==> src/hdl/fpu_nc_pkg.sv <==
package fpu_nc_pkg;

  // ----------------------------------------
  // widths and constants
  // ----------------------------------------
  localparam int FLEN_W = 64;  // register file width
  localparam int SP_W   = 32;  // single precision

  localparam logic [SP_W-1:0] CANON_NAN_SP = 32'h7fc0_0000;  // positive quiet nan

  typedef logic [FLEN_W-1:0] flen_t;
  typedef logic [SP_W-1:0]   sp_t;

  // ----------------------------------------
  // opcodes and register kinds
  // ----------------------------------------
  // codes 9 to 15 are illegal and never issue to a lane
  typedef enum logic [3:0] {
    FSGNJ  = 4'h0,
    FSGNJN = 4'h1,
    FSGNJX = 4'h2,
    FMIN   = 4'h3,
    FMAX   = 4'h4,
    FEQ    = 4'h5,
    FLT    = 4'h6,
    FLE    = 4'h7,
    FCLASS = 4'h8
  } fpu_op_e;

  typedef enum logic {
    GPR = 1'b0,  // integer destination
    FPR = 1'b1   // fp destination
  } reg_kind_e;

  // ----------------------------------------
  // bundles
  // ----------------------------------------
  typedef struct packed {
    logic nv;  // invalid operation
    logic dz;  // divide by zero
    logic of;  // overflow
    logic uf;  // underflow
    logic nx;  // inexact
  } fflags_t;

  // renaming info, echoed with the result
  typedef struct packed {
    logic [5:0] cmt_id;
    logic [3:0] grp_id;
    logic [6:0] rnid;
    reg_kind_e  reg_kind;
  } fpu_tag_t;

  typedef struct packed {
    logic     valid;
    fpu_op_e  op;
    sp_t      a;  // unboxed rs1
    sp_t      b;  // unboxed rs2
    fpu_tag_t tag;
  } lane_req_t;

  typedef struct packed {
    logic     valid;
    flen_t    result;
    fflags_t  fflags;
    fpu_tag_t tag;
  } lane_rsp_t;

endpackage
==> src/hdl/fpu_nc_top.sv <==
`timescale 1ns/1ps

module fpu_nc_top #(
  parameter int PIPE_STAGES = 2  // register depth of each lane
) (
  input  logic                 i_clk,
  input  logic                 i_reset_n,

  input  logic                 i_valid,
  input  fpu_nc_pkg::fpu_op_e  i_op,
  input  fpu_nc_pkg::fpu_tag_t i_tag,
  input  fpu_nc_pkg::flen_t    i_rs1,
  input  fpu_nc_pkg::flen_t    i_rs2,

  output logic                 o_valid,
  output fpu_nc_pkg::flen_t    o_result,
  output fpu_nc_pkg::fflags_t  o_fflags,
  output fpu_nc_pkg::fpu_tag_t o_tag
);

  import fpu_nc_pkg::*;

  lane_req_t w_sgnj_req;
  lane_req_t w_cmp_req;
  lane_rsp_t w_sgnj_rsp;
  lane_rsp_t w_cmp_rsp;

  fpu_nc_decode u_decode (
    .i_valid    (i_valid),
    .i_op       (i_op),
    .i_tag      (i_tag),
    .i_rs1      (i_rs1),
    .i_rs2      (i_rs2),
    .o_sgnj_req (w_sgnj_req),
    .o_cmp_req  (w_cmp_req)
  );

  // ----------------------------------------
  // lanes, equal depth
  // ----------------------------------------
  fpu_sgnj_lane #(.PIPE_STAGES(PIPE_STAGES)) u_sgnj_lane (
    .i_clk     (i_clk),
    .i_reset_n (i_reset_n),
    .i_req     (w_sgnj_req),
    .o_rsp     (w_sgnj_rsp)
  );

  fpu_cmp_lane #(.PIPE_STAGES(PIPE_STAGES)) u_cmp_lane (
    .i_clk     (i_clk),
    .i_reset_n (i_reset_n),
    .i_req     (w_cmp_req),
    .o_rsp     (w_cmp_rsp)
  );

  fpu_result_merge u_merge (
    .i_clk      (i_clk),
    .i_reset_n  (i_reset_n),
    .i_sgnj_rsp (w_sgnj_rsp),
    .i_cmp_rsp  (w_cmp_rsp),
    .o_valid    (o_valid),
    .o_result   (o_result),
    .o_fflags   (o_fflags),
    .o_tag      (o_tag)
  );

endmodule

==> src/hdl/fpu_result_merge.sv <==
`timescale 1ns/1ps

module fpu_result_merge (
  input  logic                  i_clk,
  input  logic                  i_reset_n,
  input  fpu_nc_pkg::lane_rsp_t i_sgnj_rsp,
  input  fpu_nc_pkg::lane_rsp_t i_cmp_rsp,
  output logic                  o_valid,
  output fpu_nc_pkg::flen_t     o_result,
  output fpu_nc_pkg::fflags_t   o_fflags,
  output fpu_nc_pkg::fpu_tag_t  o_tag
);

  // ----------------------------------------
  // output register
  // ----------------------------------------
  // lanes have equal depth so at most one of them is valid in a cycle
  always_ff @(posedge i_clk, negedge i_reset_n) begin
    if (!i_reset_n) begin
      o_valid  <= 1'b0;
      o_result <= '0;
      o_fflags <= '0;
      o_tag    <= '0;
    end else if (i_sgnj_rsp.valid) begin
      o_valid  <= 1'b1;
      o_result <= i_sgnj_rsp.result;
      o_fflags <= i_sgnj_rsp.fflags;
      o_tag    <= i_sgnj_rsp.tag;
    end else if (i_cmp_rsp.valid) begin
      o_valid  <= 1'b1;
      o_result <= i_cmp_rsp.result;
      o_fflags <= i_cmp_rsp.fflags;
      o_tag    <= i_cmp_rsp.tag;
    end else begin
      o_valid  <= 1'b0;  // idle cycle, outputs cleared
      o_result <= '0;
      o_fflags <= '0;
      o_tag    <= '0;
    end
  end

endmodule

==> src/hdl/fpu_cmp_lane.sv <==
`timescale 1ns/1ps

module fpu_cmp_lane #(
  parameter int PIPE_STAGES = 2
) (
  input  logic                  i_clk,
  input  logic                  i_reset_n,
  input  fpu_nc_pkg::lane_req_t i_req,
  output fpu_nc_pkg::lane_rsp_t o_rsp
);

  import fpu_nc_pkg::*;

  // bit order of the riscv class mask
  //   0 -inf, 1 -normal, 2 -subnormal, 3 -0, 4 +0
  //   5 +subnormal, 6 +normal, 7 +inf, 8 snan, 9 qnan
  function automatic logic [9:0] class_mask(input sp_t x);
    logic exp_max;
    logic exp_zero;
    logic man_zero;
    logic neg;
    exp_max  = &x[30:23];
    exp_zero = ~|x[30:23];
    man_zero = ~|x[22:0];
    neg      = x[31];
    class_mask = '0;
    if (exp_max && !man_zero) begin
      class_mask[9] = x[22];   // quiet bit set
      class_mask[8] = ~x[22];
    end else if (exp_max) begin
      class_mask[neg ? 0 : 7] = 1'b1;
    end else if (exp_zero && man_zero) begin
      class_mask[neg ? 3 : 4] = 1'b1;
    end else if (exp_zero) begin
      class_mask[neg ? 2 : 5] = 1'b1;
    end else begin
      class_mask[neg ? 1 : 6] = 1'b1;
    end
    return class_mask;
  endfunction

  logic [9:0] w_cls_a;
  logic [9:0] w_cls_b;
  logic       w_nan_a;
  logic       w_nan_b;
  logic       w_any_nan;
  logic       w_any_snan;
  logic       w_both_zero;
  logic       w_lt_mm;     // a below b, -0 under +0
  logic       w_lt;
  logic       w_eq;
  sp_t        w_min;
  sp_t        w_max;
  lane_rsp_t  w_rsp;
  lane_rsp_t  r_pipe [PIPE_STAGES];

  // ----------------------------------------
  // operand classes
  // ----------------------------------------
  assign w_cls_a     = class_mask(i_req.a);
  assign w_cls_b     = class_mask(i_req.b);
  assign w_nan_a     = w_cls_a[8] | w_cls_a[9];
  assign w_nan_b     = w_cls_b[8] | w_cls_b[9];
  assign w_any_nan   = w_nan_a | w_nan_b;
  assign w_any_snan  = w_cls_a[8] | w_cls_b[8];
  assign w_both_zero = (w_cls_a[3] | w_cls_a[4]) & (w_cls_b[3] | w_cls_b[4]);

  // ----------------------------------------
  // ordering, valid for non-nan operands
  // ----------------------------------------
  assign w_lt_mm = (i_req.a[31] != i_req.b[31]) ? i_req.a[31] :
                   i_req.a[31] ? (i_req.a[30:0] > i_req.b[30:0]) :
                                 (i_req.a[30:0] < i_req.b[30:0]);
  assign w_lt = w_lt_mm & ~w_both_zero;              // ieee view, -0 == +0
  assign w_eq = (i_req.a == i_req.b) | w_both_zero;

  always_comb begin
    if (w_nan_a && w_nan_b) begin
      w_min = CANON_NAN_SP;
      w_max = CANON_NAN_SP;
    end else if (w_nan_a) begin
      w_min = i_req.b;
      w_max = i_req.b;
    end else if (w_nan_b) begin
      w_min = i_req.a;
      w_max = i_req.a;
    end else begin
      w_min = w_lt_mm ? i_req.a : i_req.b;
      w_max = w_lt_mm ? i_req.b : i_req.a;
    end
  end

  // ----------------------------------------
  // result select
  // ----------------------------------------
  always_comb begin
    w_rsp.valid  = i_req.valid;
    w_rsp.tag    = i_req.tag;
    w_rsp.fflags = '0;
    case (i_req.op)
      FMIN: begin
        w_rsp.result    = {{(FLEN_W-SP_W){1'b1}}, w_min};
        w_rsp.fflags.nv = w_any_snan;
      end
      FMAX: begin
        w_rsp.result    = {{(FLEN_W-SP_W){1'b1}}, w_max};
        w_rsp.fflags.nv = w_any_snan;
      end
      FEQ: begin
        w_rsp.result    = {{(FLEN_W-1){1'b0}}, ~w_any_nan & w_eq};
        w_rsp.fflags.nv = w_any_snan;  // quiet compare
      end
      FLT: begin
        w_rsp.result    = {{(FLEN_W-1){1'b0}}, ~w_any_nan & w_lt};
        w_rsp.fflags.nv = w_any_nan;   // signaling compare
      end
      FLE: begin
        w_rsp.result    = {{(FLEN_W-1){1'b0}}, ~w_any_nan & (w_lt | w_eq)};
        w_rsp.fflags.nv = w_any_nan;
      end
      default: begin  // FCLASS
        w_rsp.result = {{(FLEN_W-10){1'b0}}, w_cls_a};
      end
    endcase
  end

  // ----------------------------------------
  // pipeline
  // ----------------------------------------
  always_ff @(posedge i_clk, negedge i_reset_n) begin
    if (!i_reset_n) begin
      for (int i = 0; i < PIPE_STAGES; i++) begin
        r_pipe[i] <= '0;
      end
    end else begin
      r_pipe[0] <= w_rsp;
      for (int i = 1; i < PIPE_STAGES; i++) begin
        r_pipe[i] <= r_pipe[i-1];
      end
    end
  end

  assign o_rsp = r_pipe[PIPE_STAGES-1];

endmodule

==> src/hdl/fpu_sgnj_lane.sv <==
`timescale 1ns/1ps

module fpu_sgnj_lane #(
  parameter int PIPE_STAGES = 2
) (
  input  logic                  i_clk,
  input  logic                  i_reset_n,
  input  fpu_nc_pkg::lane_req_t i_req,
  output fpu_nc_pkg::lane_rsp_t o_rsp
);

  import fpu_nc_pkg::*;

  logic      w_sign;
  lane_rsp_t w_rsp;
  lane_rsp_t r_pipe [PIPE_STAGES];

  // ----------------------------------------
  // sign selection
  // ----------------------------------------
  always_comb begin
    case (i_req.op)
      FSGNJ:   w_sign = i_req.b[SP_W-1];
      FSGNJN:  w_sign = ~i_req.b[SP_W-1];
      FSGNJX:  w_sign = i_req.a[SP_W-1] ^ i_req.b[SP_W-1];
      default: w_sign = i_req.a[SP_W-1];  // keep a unchanged
    endcase
  end

  assign w_rsp.valid  = i_req.valid;
  assign w_rsp.result = {{(FLEN_W-SP_W){1'b1}}, w_sign, i_req.a[SP_W-2:0]};  // boxed
  assign w_rsp.fflags = '0;  // sign ops never raise flags
  assign w_rsp.tag    = i_req.tag;

  // ----------------------------------------
  // pipeline
  // ----------------------------------------
  always_ff @(posedge i_clk, negedge i_reset_n) begin
    if (!i_reset_n) begin
      for (int i = 0; i < PIPE_STAGES; i++) begin
        r_pipe[i] <= '0;
      end
    end else begin
      r_pipe[0] <= w_rsp;
      for (int i = 1; i < PIPE_STAGES; i++) begin
        r_pipe[i] <= r_pipe[i-1];
      end
    end
  end

  assign o_rsp = r_pipe[PIPE_STAGES-1];

endmodule

==> src/hdl/fpu_nc_decode.sv <==
`timescale 1ns/1ps

module fpu_nc_decode (
  input  logic                  i_valid,
  input  fpu_nc_pkg::fpu_op_e   i_op,
  input  fpu_nc_pkg::fpu_tag_t  i_tag,
  input  fpu_nc_pkg::flen_t     i_rs1,
  input  fpu_nc_pkg::flen_t     i_rs2,
  output fpu_nc_pkg::lane_req_t o_sgnj_req,
  output fpu_nc_pkg::lane_req_t o_cmp_req
);

  import fpu_nc_pkg::*;

  logic w_to_sgnj;
  logic w_to_cmp;
  sp_t  w_a;
  sp_t  w_b;

  // a broken box reads as the canonical nan
  assign w_a = (&i_rs1[FLEN_W-1:SP_W]) ? i_rs1[SP_W-1:0] : CANON_NAN_SP;
  assign w_b = (&i_rs2[FLEN_W-1:SP_W]) ? i_rs2[SP_W-1:0] : CANON_NAN_SP;

  always_comb begin
    case (i_op)
      FSGNJ, FSGNJN, FSGNJX: begin
        w_to_sgnj = 1'b1;
        w_to_cmp  = 1'b0;
      end
      FMIN, FMAX, FEQ, FLT, FLE, FCLASS: begin
        w_to_sgnj = 1'b0;
        w_to_cmp  = 1'b1;
      end
      default: begin  // illegal code, dropped here
        w_to_sgnj = 1'b0;
        w_to_cmp  = 1'b0;
      end
    endcase
  end

  // both lanes see the same payload, only valid differs
  assign o_sgnj_req.valid = i_valid & w_to_sgnj;
  assign o_sgnj_req.op    = i_op;
  assign o_sgnj_req.a     = w_a;
  assign o_sgnj_req.b     = w_b;
  assign o_sgnj_req.tag   = i_tag;

  assign o_cmp_req.valid  = i_valid & w_to_cmp;
  assign o_cmp_req.op     = i_op;
  assign o_cmp_req.a      = w_a;
  assign o_cmp_req.b      = w_b;
  assign o_cmp_req.tag    = i_tag;

endmodule

==> config.mk <==
export PLATFORM = sky130hd
export DESIGN_NAME = fpu_nc_top
export DESIGN_NICKNAME = d
export VERILOG_FILES = /design/src/hdl/fpu_nc_pkg.sv /design/src/hdl/fpu_nc_top.sv /design/src/hdl/fpu_result_merge.sv /design/src/hdl/fpu_cmp_lane.sv /design/src/hdl/fpu_sgnj_lane.sv /design/src/hdl/fpu_nc_decode.sv
export SDC_FILE = /design/constraint.sdc
export NUM_CORES = 1
export LEC_CHECK = 0
export BUFFER_PORTS_ARGS = -buffer_cell sky130_fd_sc_hd__buf_2
export CORE_MARGIN = 4
export CORE_UTILIZATION = 55
export CTS_BUF_LIST = sky130_fd_sc_hd__clkbuf_4 sky130_fd_sc_hd__clkbuf_8
export CTS_CLUSTER_SIZE = 16
export DETAILED_ROUTE_END_ITERATION = 16
export GPL_TIMING_DRIVEN = 0
export PLACE_DENSITY = 0.82
export SLEW_MARGIN = 5
export SYNTH_ARGS = -nofsm -noshare
export SYNTH_HDL_FRONTEND = slang
export SYNTH_SLANG_ARGS = --single-unit
export TNS_END_PERCENT = 50
==> constraint.sdc <==
create_clock -name i_clk -period 3.6 [get_ports i_clk]
set_clock_uncertainty 0.2 [all_clocks]
set_input_delay 0.54 -clock i_clk [delete_from_list [all_inputs] [get_ports i_clk]]
set_output_delay 0.54 -clock i_clk [all_outputs]
set_load 0.01 [all_outputs]
==> impl_metrics.yaml, run 1 <==
status:
  status: "finished, violations left"
  violations: "negative setup slack"
clocking:
  cts_tree: "done"
  clock-root-buffer: "clkbuf_8"
  clkTransAtPathRegs_ps: 60
  cts.sink_count: 227
  worstSkewPairLatency_ps: 520
  cts_max_path_buffers: 3
  htreeDepth: 2
  numCtsBuffers: 35
power_and_ir_drop:
  ir_drop_v: 0.000432
  p_int_mw: 4.00
  p_sw_mw: 1.15
  p_leak_nw: 6.66
  pwr-share-comb_pct: 7.3
  p_sw_share_pct: 22.4
  power-per-cell-area_mw_per_mm2: 387
  pwr-share-seq_pct: 51.0
  p_clk_share_pct: 41.7
synthesis:
  synthesis.area_sq_mm: 0.00956
  synth_edf_count: 0
  synthTopCellsByArea: "dfrtp_1, mux2i_1, ha_1"
  yosysSeqAreaShare_pct: 59.4
  synth_top_area_share_pct: 59.4
  synth_cells: 823
  synth-async-reset-ratio_pct: 100
  ys_seq_elements: 227
  yosys.cell_types.count: 67
  avgSynthCellArea_sq_um: 11.6
  yosys.area.top_type: "dfrtp_1"
  synth_ff_type: "dfrtp_1"
  yosys_warnings: 0
global_route:
  overflow: 0
  grtUsageTotal_pct: 30.1
  grt_max_degree: 130
  grt_pass1_vias: 8427
  grt_pass1_wl_mm: 45.7
  antenna_found_initial: 0
die:
  dieArea_sq_mm: 0.0196
  die_h_um: 140
  initial_utilization_pct: 56.9
  die_w_um: 140
  core_area_sq_mm: 0.0168
  io_pins: 241
  row_count: 47
routing:
  wl_mm: 30.5
  vias: 8298
  via_per_inst: 5.89
  drt_iter0_drc: 889
  wl_per_cell_um: 21.6
  dr.pass1.iters: 6
  detail-route-antenna-nets: 0
  drc_errors: 0
hold_path:
  hold_depth: 2
  hold_path_class: "in -> reg"
cells_and_area:
  n_antenna_cell: 0
  area_growth_pct: 39.0
  multi_input_area_sq_mm: 0.00404
  final_area_sq_mm: 0.0133
  seq_area_sq_mm: 0.00568
  drive_above_1_share_pct: 43.0
  fillers: 1017
  post-route-util_pct: 79.1
  fin_nets: 1346
timing:
  min_period_ps: 4530
  worst_pin_slew_ps: 1160
  finalSetupViolations: 31
  fin_setup_tns_ps: -22830
  max_freq_mhz: 221
  fin_ws_ps: -931
  hold_violations: 0
  slew_viol_final: 0
  max_slew_margin_pct: 22.2
  rsz0062_at_grt: "true"
  period_share_pct: 126
worst_setup_path:
  r2r_slack_ps: 1370
  crit_path_end_kind: "flop"
  worstSetupPathType: "in -> reg"
  worst_setup_path_start_kind: "input port"
  arrival_ps: 4660
  rr_worst_depth: 5
  cp_max_fo: 8
  cp.required_ps: 3730
place:
  place_area_sq_mm: 0.0112
  detailed_place_hpwl_mm: 21.2
  portBuffers: 233
  dp_slack_ps: -2190
  finalWeightedCongestion: 0.963
flow_run:
  drv_cap: 0
==> cell families after synthesis <==
group,count (synthesis),share of synthesized area [%]
AOI/OAI and AO/OA,163,12.4
xor gates and xnor gates,8,0.733
adders and majority gates,29,3.66
buffers and inverters,100,5.64
DFF,227,59.4
muxes,31,3.24
other,2,0.0785
and+or+nand+nor,263,14.9
==> critical path: stages <==
cell	delay, ps
buf_6	70
nand4_1	110
or4_1	560
buf_6	160
or3_4	410
ha_4	280
nand4_1	140
nor3_4	310
and4_4	290
nand4_1	120
buf_6	180
a211oi_4	270
nor3_4	90
a21oi_4	170
buf_6	170
mux2i_1	210
a21oi_1	100
a221oi_2	480
==> final timing paths <==
check,start,end
worst max-delay path,i_rs1[63],u_cmp_lane.r_pipe[129]
worst min-delay path,i_op[3],u_cmp_lane.r_pipe[110]
worst max register to register,u_sgnj_lane.o_rsp[87],u_merge.o_result[6]
worst min register to register,u_cmp_lane.r_pipe[124],u_cmp_lane.o_rsp[36]
max in group asynchronous,i_reset_n,u_merge.o_result[6]
min in group asynchronous,i_reset_n,u_merge.o_tag[0]
==> final cells by class <==
| cell class | instances | share of cell area (%) |
|---|---|---|
| sequential | 227 | 42.7 |
| tap | 220 | 2.07 |
| buffer | 72 | 4.07 |
| timing repair buffer | 305 | 14.7 |
| clock buffer | 49 | 4.55 |
| clock inverter | 8 | 0.724 |
| multi-input combinational | 500 | 30.4 |
| inverter | 28 | 0.828 |
==> power groups by stage <==
stage               combinational, mW  clock (mW)  sequential, mW
finish                          0.377        2.15            2.63
floorplan                       0.102           0            2.68
detailed placement              0.330           0            2.67
CTS                             0.366        2.17            2.63
global placement                0.319           0            2.67
global route                    0.408        2.31            2.63
==> synth_stat cells, types with 4 or more instances <==
cell type	count
a211oi_1	6
a21o_1	7
a21oi_1	39
a221oi_1	11
a22o_1	33
a31oi_1	7
and2_1	4
and3_1	11
buf_4	38
clkbuf_1	30
dfrtp_1	227
ha_1	24
inv_1	26
maj3_1	5
mux2i_1	31
nand2_1	68
nand3_1	30
nand4_1	29
nor2_1	36
nor2b_1	20
nor3_1	18
nor4_1	15
o21ai_0	16
o22ai_1	4
o2bb2ai_1	7
o32ai_1	4
or3_1	7
or4_1	5
xnor2_1	7
==> registers in the layout, summed over array words and instances, names as in the netlist <==
| signal | flops |
|---|---|
| u_merge.o_valid | 1 |
| u_sgnj_lane.r_pipe | 34 |
| u_cmp_lane.o_rsp | 53 |
| u_merge.o_fflags | 1 |
| u_sgnj_lane.o_rsp | 34 |
| u_cmp_lane.r_pipe | 53 |
| u_merge.o_result | 33 |
| u_merge.o_tag | 18 |
==> layout by cell type, fill, tap and decap left out, types with 7 or more instances in the layout <==
| cell type | n |
|---|---|
| dfrtp_1 | 227 |
| buf_2 | 219 |
| buf_4 | 77 |
| nand2_1 | 62 |
| clkbuf_8 | 41 |
| a22o_1 | 33 |
| a21oi_1 | 30 |
| nand4_1 | 29 |
| nand3_1 | 28 |
| nor2_1 | 25 |
| mux2i_1 | 25 |
| inv_1 | 24 |
| buf_6 | 23 |
| clkbuf_1 | 22 |
| nor2b_1 | 20 |
| dlygate4sd3_1 | 19 |
| nor3_1 | 15 |
| ha_1 | 15 |
| nor4_1 | 13 |
| o21ai_0 | 12 |
| clkbuf_4 | 12 |
| and3_1 | 9 |
| a221oi_2 | 9 |
| a21oi_2 | 8 |
| or3_4 | 7 |
| xnor2_1 | 7 |
| a21o_1 | 7 |
| o2bb2ai_2 | 7 |
| ha_4 | 7 |
==> per-layer routing <==
layer	global-route usage [%]	vias to the layer above	wire length, um
li1	-	3633	-
met1	38.7	3958	11300
met2	50.1	585	14500
met3	6.14	122	3330
met4	12.9	0	1390
met5	0	-	0
==> per-stage QoR <==
| stage | instances | hold WS [ps] | total power [mW] |
|---|---|---|---|
| 5_1_grt | 1409 | 75.8 | 5.35 |
| 3_3_place_gp | 1279 | 131 | 2.99 |
| 3_5_place_dp | 1280 | 135 | 3.00 |
| 2_1_floorplan | 826 | 44.4 | 2.78 |
| 6_report | 1409 | 92.9 | 5.15 |
| 4_1_cts | 1396 | 53.5 | 5.16 |
==> what timing repair did <==
item,CTS,global route
hold buffers,19,0
hold endpoints to repair,116,0
setup buffers,38,13
gates cloned,2,0
pin swaps,44,32
setup endpoints to repair,33,32
resized for setup,102,53
No activity file was read; power rests on OpenSTA's default activity.
==> run 2, diff against run 1 <==
--- a/config.mk
+++ b/config.mk
@@ -5,6 +5,7 @@
 export SDC_FILE = /design/constraint.sdc
 export NUM_CORES = 1
 export LEC_CHECK = 0
+export ABC_AREA = 1
 export BUFFER_PORTS_ARGS = -buffer_cell sky130_fd_sc_hd__buf_2
 export CORE_MARGIN = 4
 export CORE_UTILIZATION = 55
@@ -12,7 +13,7 @@
 export CTS_CLUSTER_SIZE = 16
 export DETAILED_ROUTE_END_ITERATION = 16
 export GPL_TIMING_DRIVEN = 0
-export PLACE_DENSITY = 0.82
+export PLACE_DENSITY = 0.81
 export SLEW_MARGIN = 5
 export SYNTH_ARGS = -nofsm -noshare
 export SYNTH_HDL_FRONTEND = slang
==> run 2 against run 1 <==
Against the previous run: the flow still finishes with violations (negative setup slack); via count rose by 21%; combinational power rose by 12%; clock-buffer cell count rose by 1; flip-flop and latch count did not move; final area rose by 7.6%; non-clock buffer count fell by 14; critical path type unchanged; utilization fell by 3.1 points; worst setup slack improved by 840 ps; highest routed layer unchanged; cell count rose by 32%; critical endpoint is now u_cmp_lane.r_pipe[114].
==> impl_metrics.yaml, run 2 <==
die:
  die_h_um: 147
  core_area_sq_mm: 0.0188
  row_count: 50
  dieArea_sq_mm: 0.0215
  io_pins: 241
  initial_utilization_pct: 56.1
  die_w_um: 147
timing:
  slew_viol_final: 0
  period_share_pct: 102
  fin_ws_ps: -86.4
  max_slew_margin_pct: 37.5
  rsz0062_at_grt: "true"
  worst_pin_slew_ps: 938
  holdWs_ps: 39.4
  hold_violations: 0
  finalSetupViolations: 11
  min_period_ps: 3690
  max_freq_mhz: 271
synthesis:
  synth_common_cells: "nand2_1, dfrtp_1, nand3_1, nor2_1, inv_1"
  yosysSeqAreaShare_pct: 53.7
  synthTopCellsByArea: "dfrtp_1, nand2_1, nand3_1"
  synth_ff_type: "dfrtp_1"
  synthesis.area_sq_mm: 0.0106
  yosys.area.top_type: "dfrtp_1"
  avgSynthCellArea_sq_um: 8.41
  synth-async-reset-ratio_pct: 100
  synth_most_common_cell: "nand2_1"
  yosys.cell_types.count: 44
  synth_cells: 1257
  yosys_warnings: 0
  synth_edf_count: 0
  synth_top_area_share_pct: 53.7
  ys_seq_elements: 227
clocking:
  htreeDepth: 2
  cts_max_path_buffers: 3
  cts_tree: "done"
  clkTransAtPathRegs_ps: 60
  cts.sink_count: 227
  numCtsBuffers: 35
  clock-root-buffer: "clkbuf_8"
  worstSkewPairLatency_ps: 530
worst_setup_path:
  critPathCapture: "u_cmp_lane.r_pipe[114]"
  cp.required_ps: 3820
  worstSetupPathType: "in -> reg"
  rr_worst_depth: 4
  crit_path_end_kind: "flop"
  cp_max_fo: 7
  arrival_ps: 3900
  r2r_slack_ps: 1390
  r2r_end: "u_merge.o_tag[12]"
  r2r_start: "u_cmp_lane.o_rsp[87]"
  critPathLaunch: "i_rs1[44]"
  worst_setup_path_start_kind: "input port"
flow_run:
  drv_cap: 0
power_and_ir_drop:
  power-per-cell-area_mw_per_mm2: 373
  total_power_mw: 5.33
  p_leak_nw: 7.77
  ir_drop_v: 0.000223
global_route:
  grt_max_degree: 128
  antenna_found_initial: 0
  overflow: 0
  grt_pass1_vias: 9716
  grt_pass1_wl_mm: 50.5
  grtUsageTotal_pct: 29.8
routing:
  via_per_inst: 5.39
  wl_mm: 34.5
  dr_wl_met2_mm: 17.1
  wl_met3_mm: 3.16
  met1Wirelength_mm: 12.5
  dr.max_layer_used: "met4"
  wl_per_cell_um: 18.5
  drc_errors: 0
  vias: 10100
  detail-route-antenna-nets: 0
  dr.pass1.iters: 7
  drt_iter0_drc: 878
cells_and_area:
  post-route-util_pct: 76.0
  fillers: 1326
  layout_common_cells: "nand2_1, dfrtp_1, buf_2, nand3_1, inv_1"
  mostFrequentLayoutCell: "nand2_1"
  fin_nets: 1761
  final_area_sq_mm: 0.0143
  area_growth_pct: 35.3
  n_antenna_cell: 0
  drive_above_1_share_pct: 32.3
place:
  dp_slack_ps: -1120
  finalWeightedCongestion: 0.972
  place_area_sq_mm: 0.0122
  portBuffers: 236
  detailed_place_hpwl_mm: 23.2
hold_path:
  hold_path_class: "in -> reg"
  hold_path.startpoint: "i_valid"
status:
  status: "finished, violations left"
  violations: "negative setup slack"
[run 2: area by class of cell]
class | count | area (sq um) | share of cell area, %
Multi-Input combinational cell | 811 | 4400 | 30.8
Clock buffer | 50 | 657 | 4.59
Buffer | 76 | 579 | 4.05
Clock inverter | 9 | 109 | 0.761
Timing Repair Buffer | 287 | 2000 | 14.0
Sequential cell | 227 | 5680 | 39.7
Inverter | 146 | 556 | 3.88
Tap cell | 260 | 325 | 2.27
[run 2: metal layers]
layer | vias to the layer above | track usage [%]
li1 | 4604 | -
met1 | 4673 | 37.1
met2 | 631 | 52.0
met3 | 142 | 4.84
met4 | 0 | 12.1
met5 | - | 0
[run 2: kinds of logic (layout without fill, tap and decap cells)]
family	count (synthesis)	in the layout	synth area share (%)
xor gates and xnor gates	2	2	0.166
AOI/OAI and AO/OA	81	81	4.31
adders and majority gates	24	24	2.84
other	2	5	0.0710
DFF	227	227	53.7
buffers and inverters	222	568	9.79
and+or+nand+nor	699	699	29.1
[run 2: worst min-delay path by stage]
stage                              end  slack (ps)  cells after the start
2_1_floorplan      u_cmp_lane.o_rsp[0]          40                      0
3_3_place_gp     u_sgnj_lane.o_rsp[34]         130                      0
3_5_place_dp       u_cmp_lane.o_rsp[3]         120                      1
4_1_cts        u_sgnj_lane.r_pipe[175]          30                      3
5_1_grt        u_sgnj_lane.r_pipe[175]          40                      3
6_report       u_sgnj_lane.r_pipe[175]          40                      3
[run 2: stage by stage]
stage,TNS [ps],std cells
finish,-444,1866
global placement,-411930,1756
global route,-2850,1866
CTS,0,1844
detailed placement,-32400,1758
floorplan,0,1260
[run 2: power by group]
part | total [mW] | switching [mW] | internal [mW] | leakage [nW]
sequential | 2.63 | 0.0212 | 2.61 | 2.95
combinational | 0.423 | 0.242 | 0.181 | 4.42
clock | 2.28 | 0.955 | 1.33 | 0.400
[run 2: critical path, cell delays in order]
cell       delay (ps)
buf_6              70
nand2_1            70
nor2_2            100
nand2_2            70
nor2_4            140
nand2_4           140
clkbuf_16         200
nor2_4            130
inv_2              70
ha_1              310
nand4_1           170
nor2_4            190
nand3_2           110
nor4_2            250
nand4_1           230
nand2_2           160
nand2_4           100
nand3_4           170
buf_6             140
clkbuf_16         130
nand2_1            60
nand3_1            90
nand3_1           110
nand2_1            80
nand2_1            50
[run 2: what timing repair did]
action | CTS | global route
hold buffers | 20 | 0
pin swaps | 10 | 32
setup buffers | 7 | 14
hold endpoints to repair | 147 | 0
endpoints found under the setup margin | 31 | 31
gates resized for setup | 45 | 146
cloned | 0 | 8
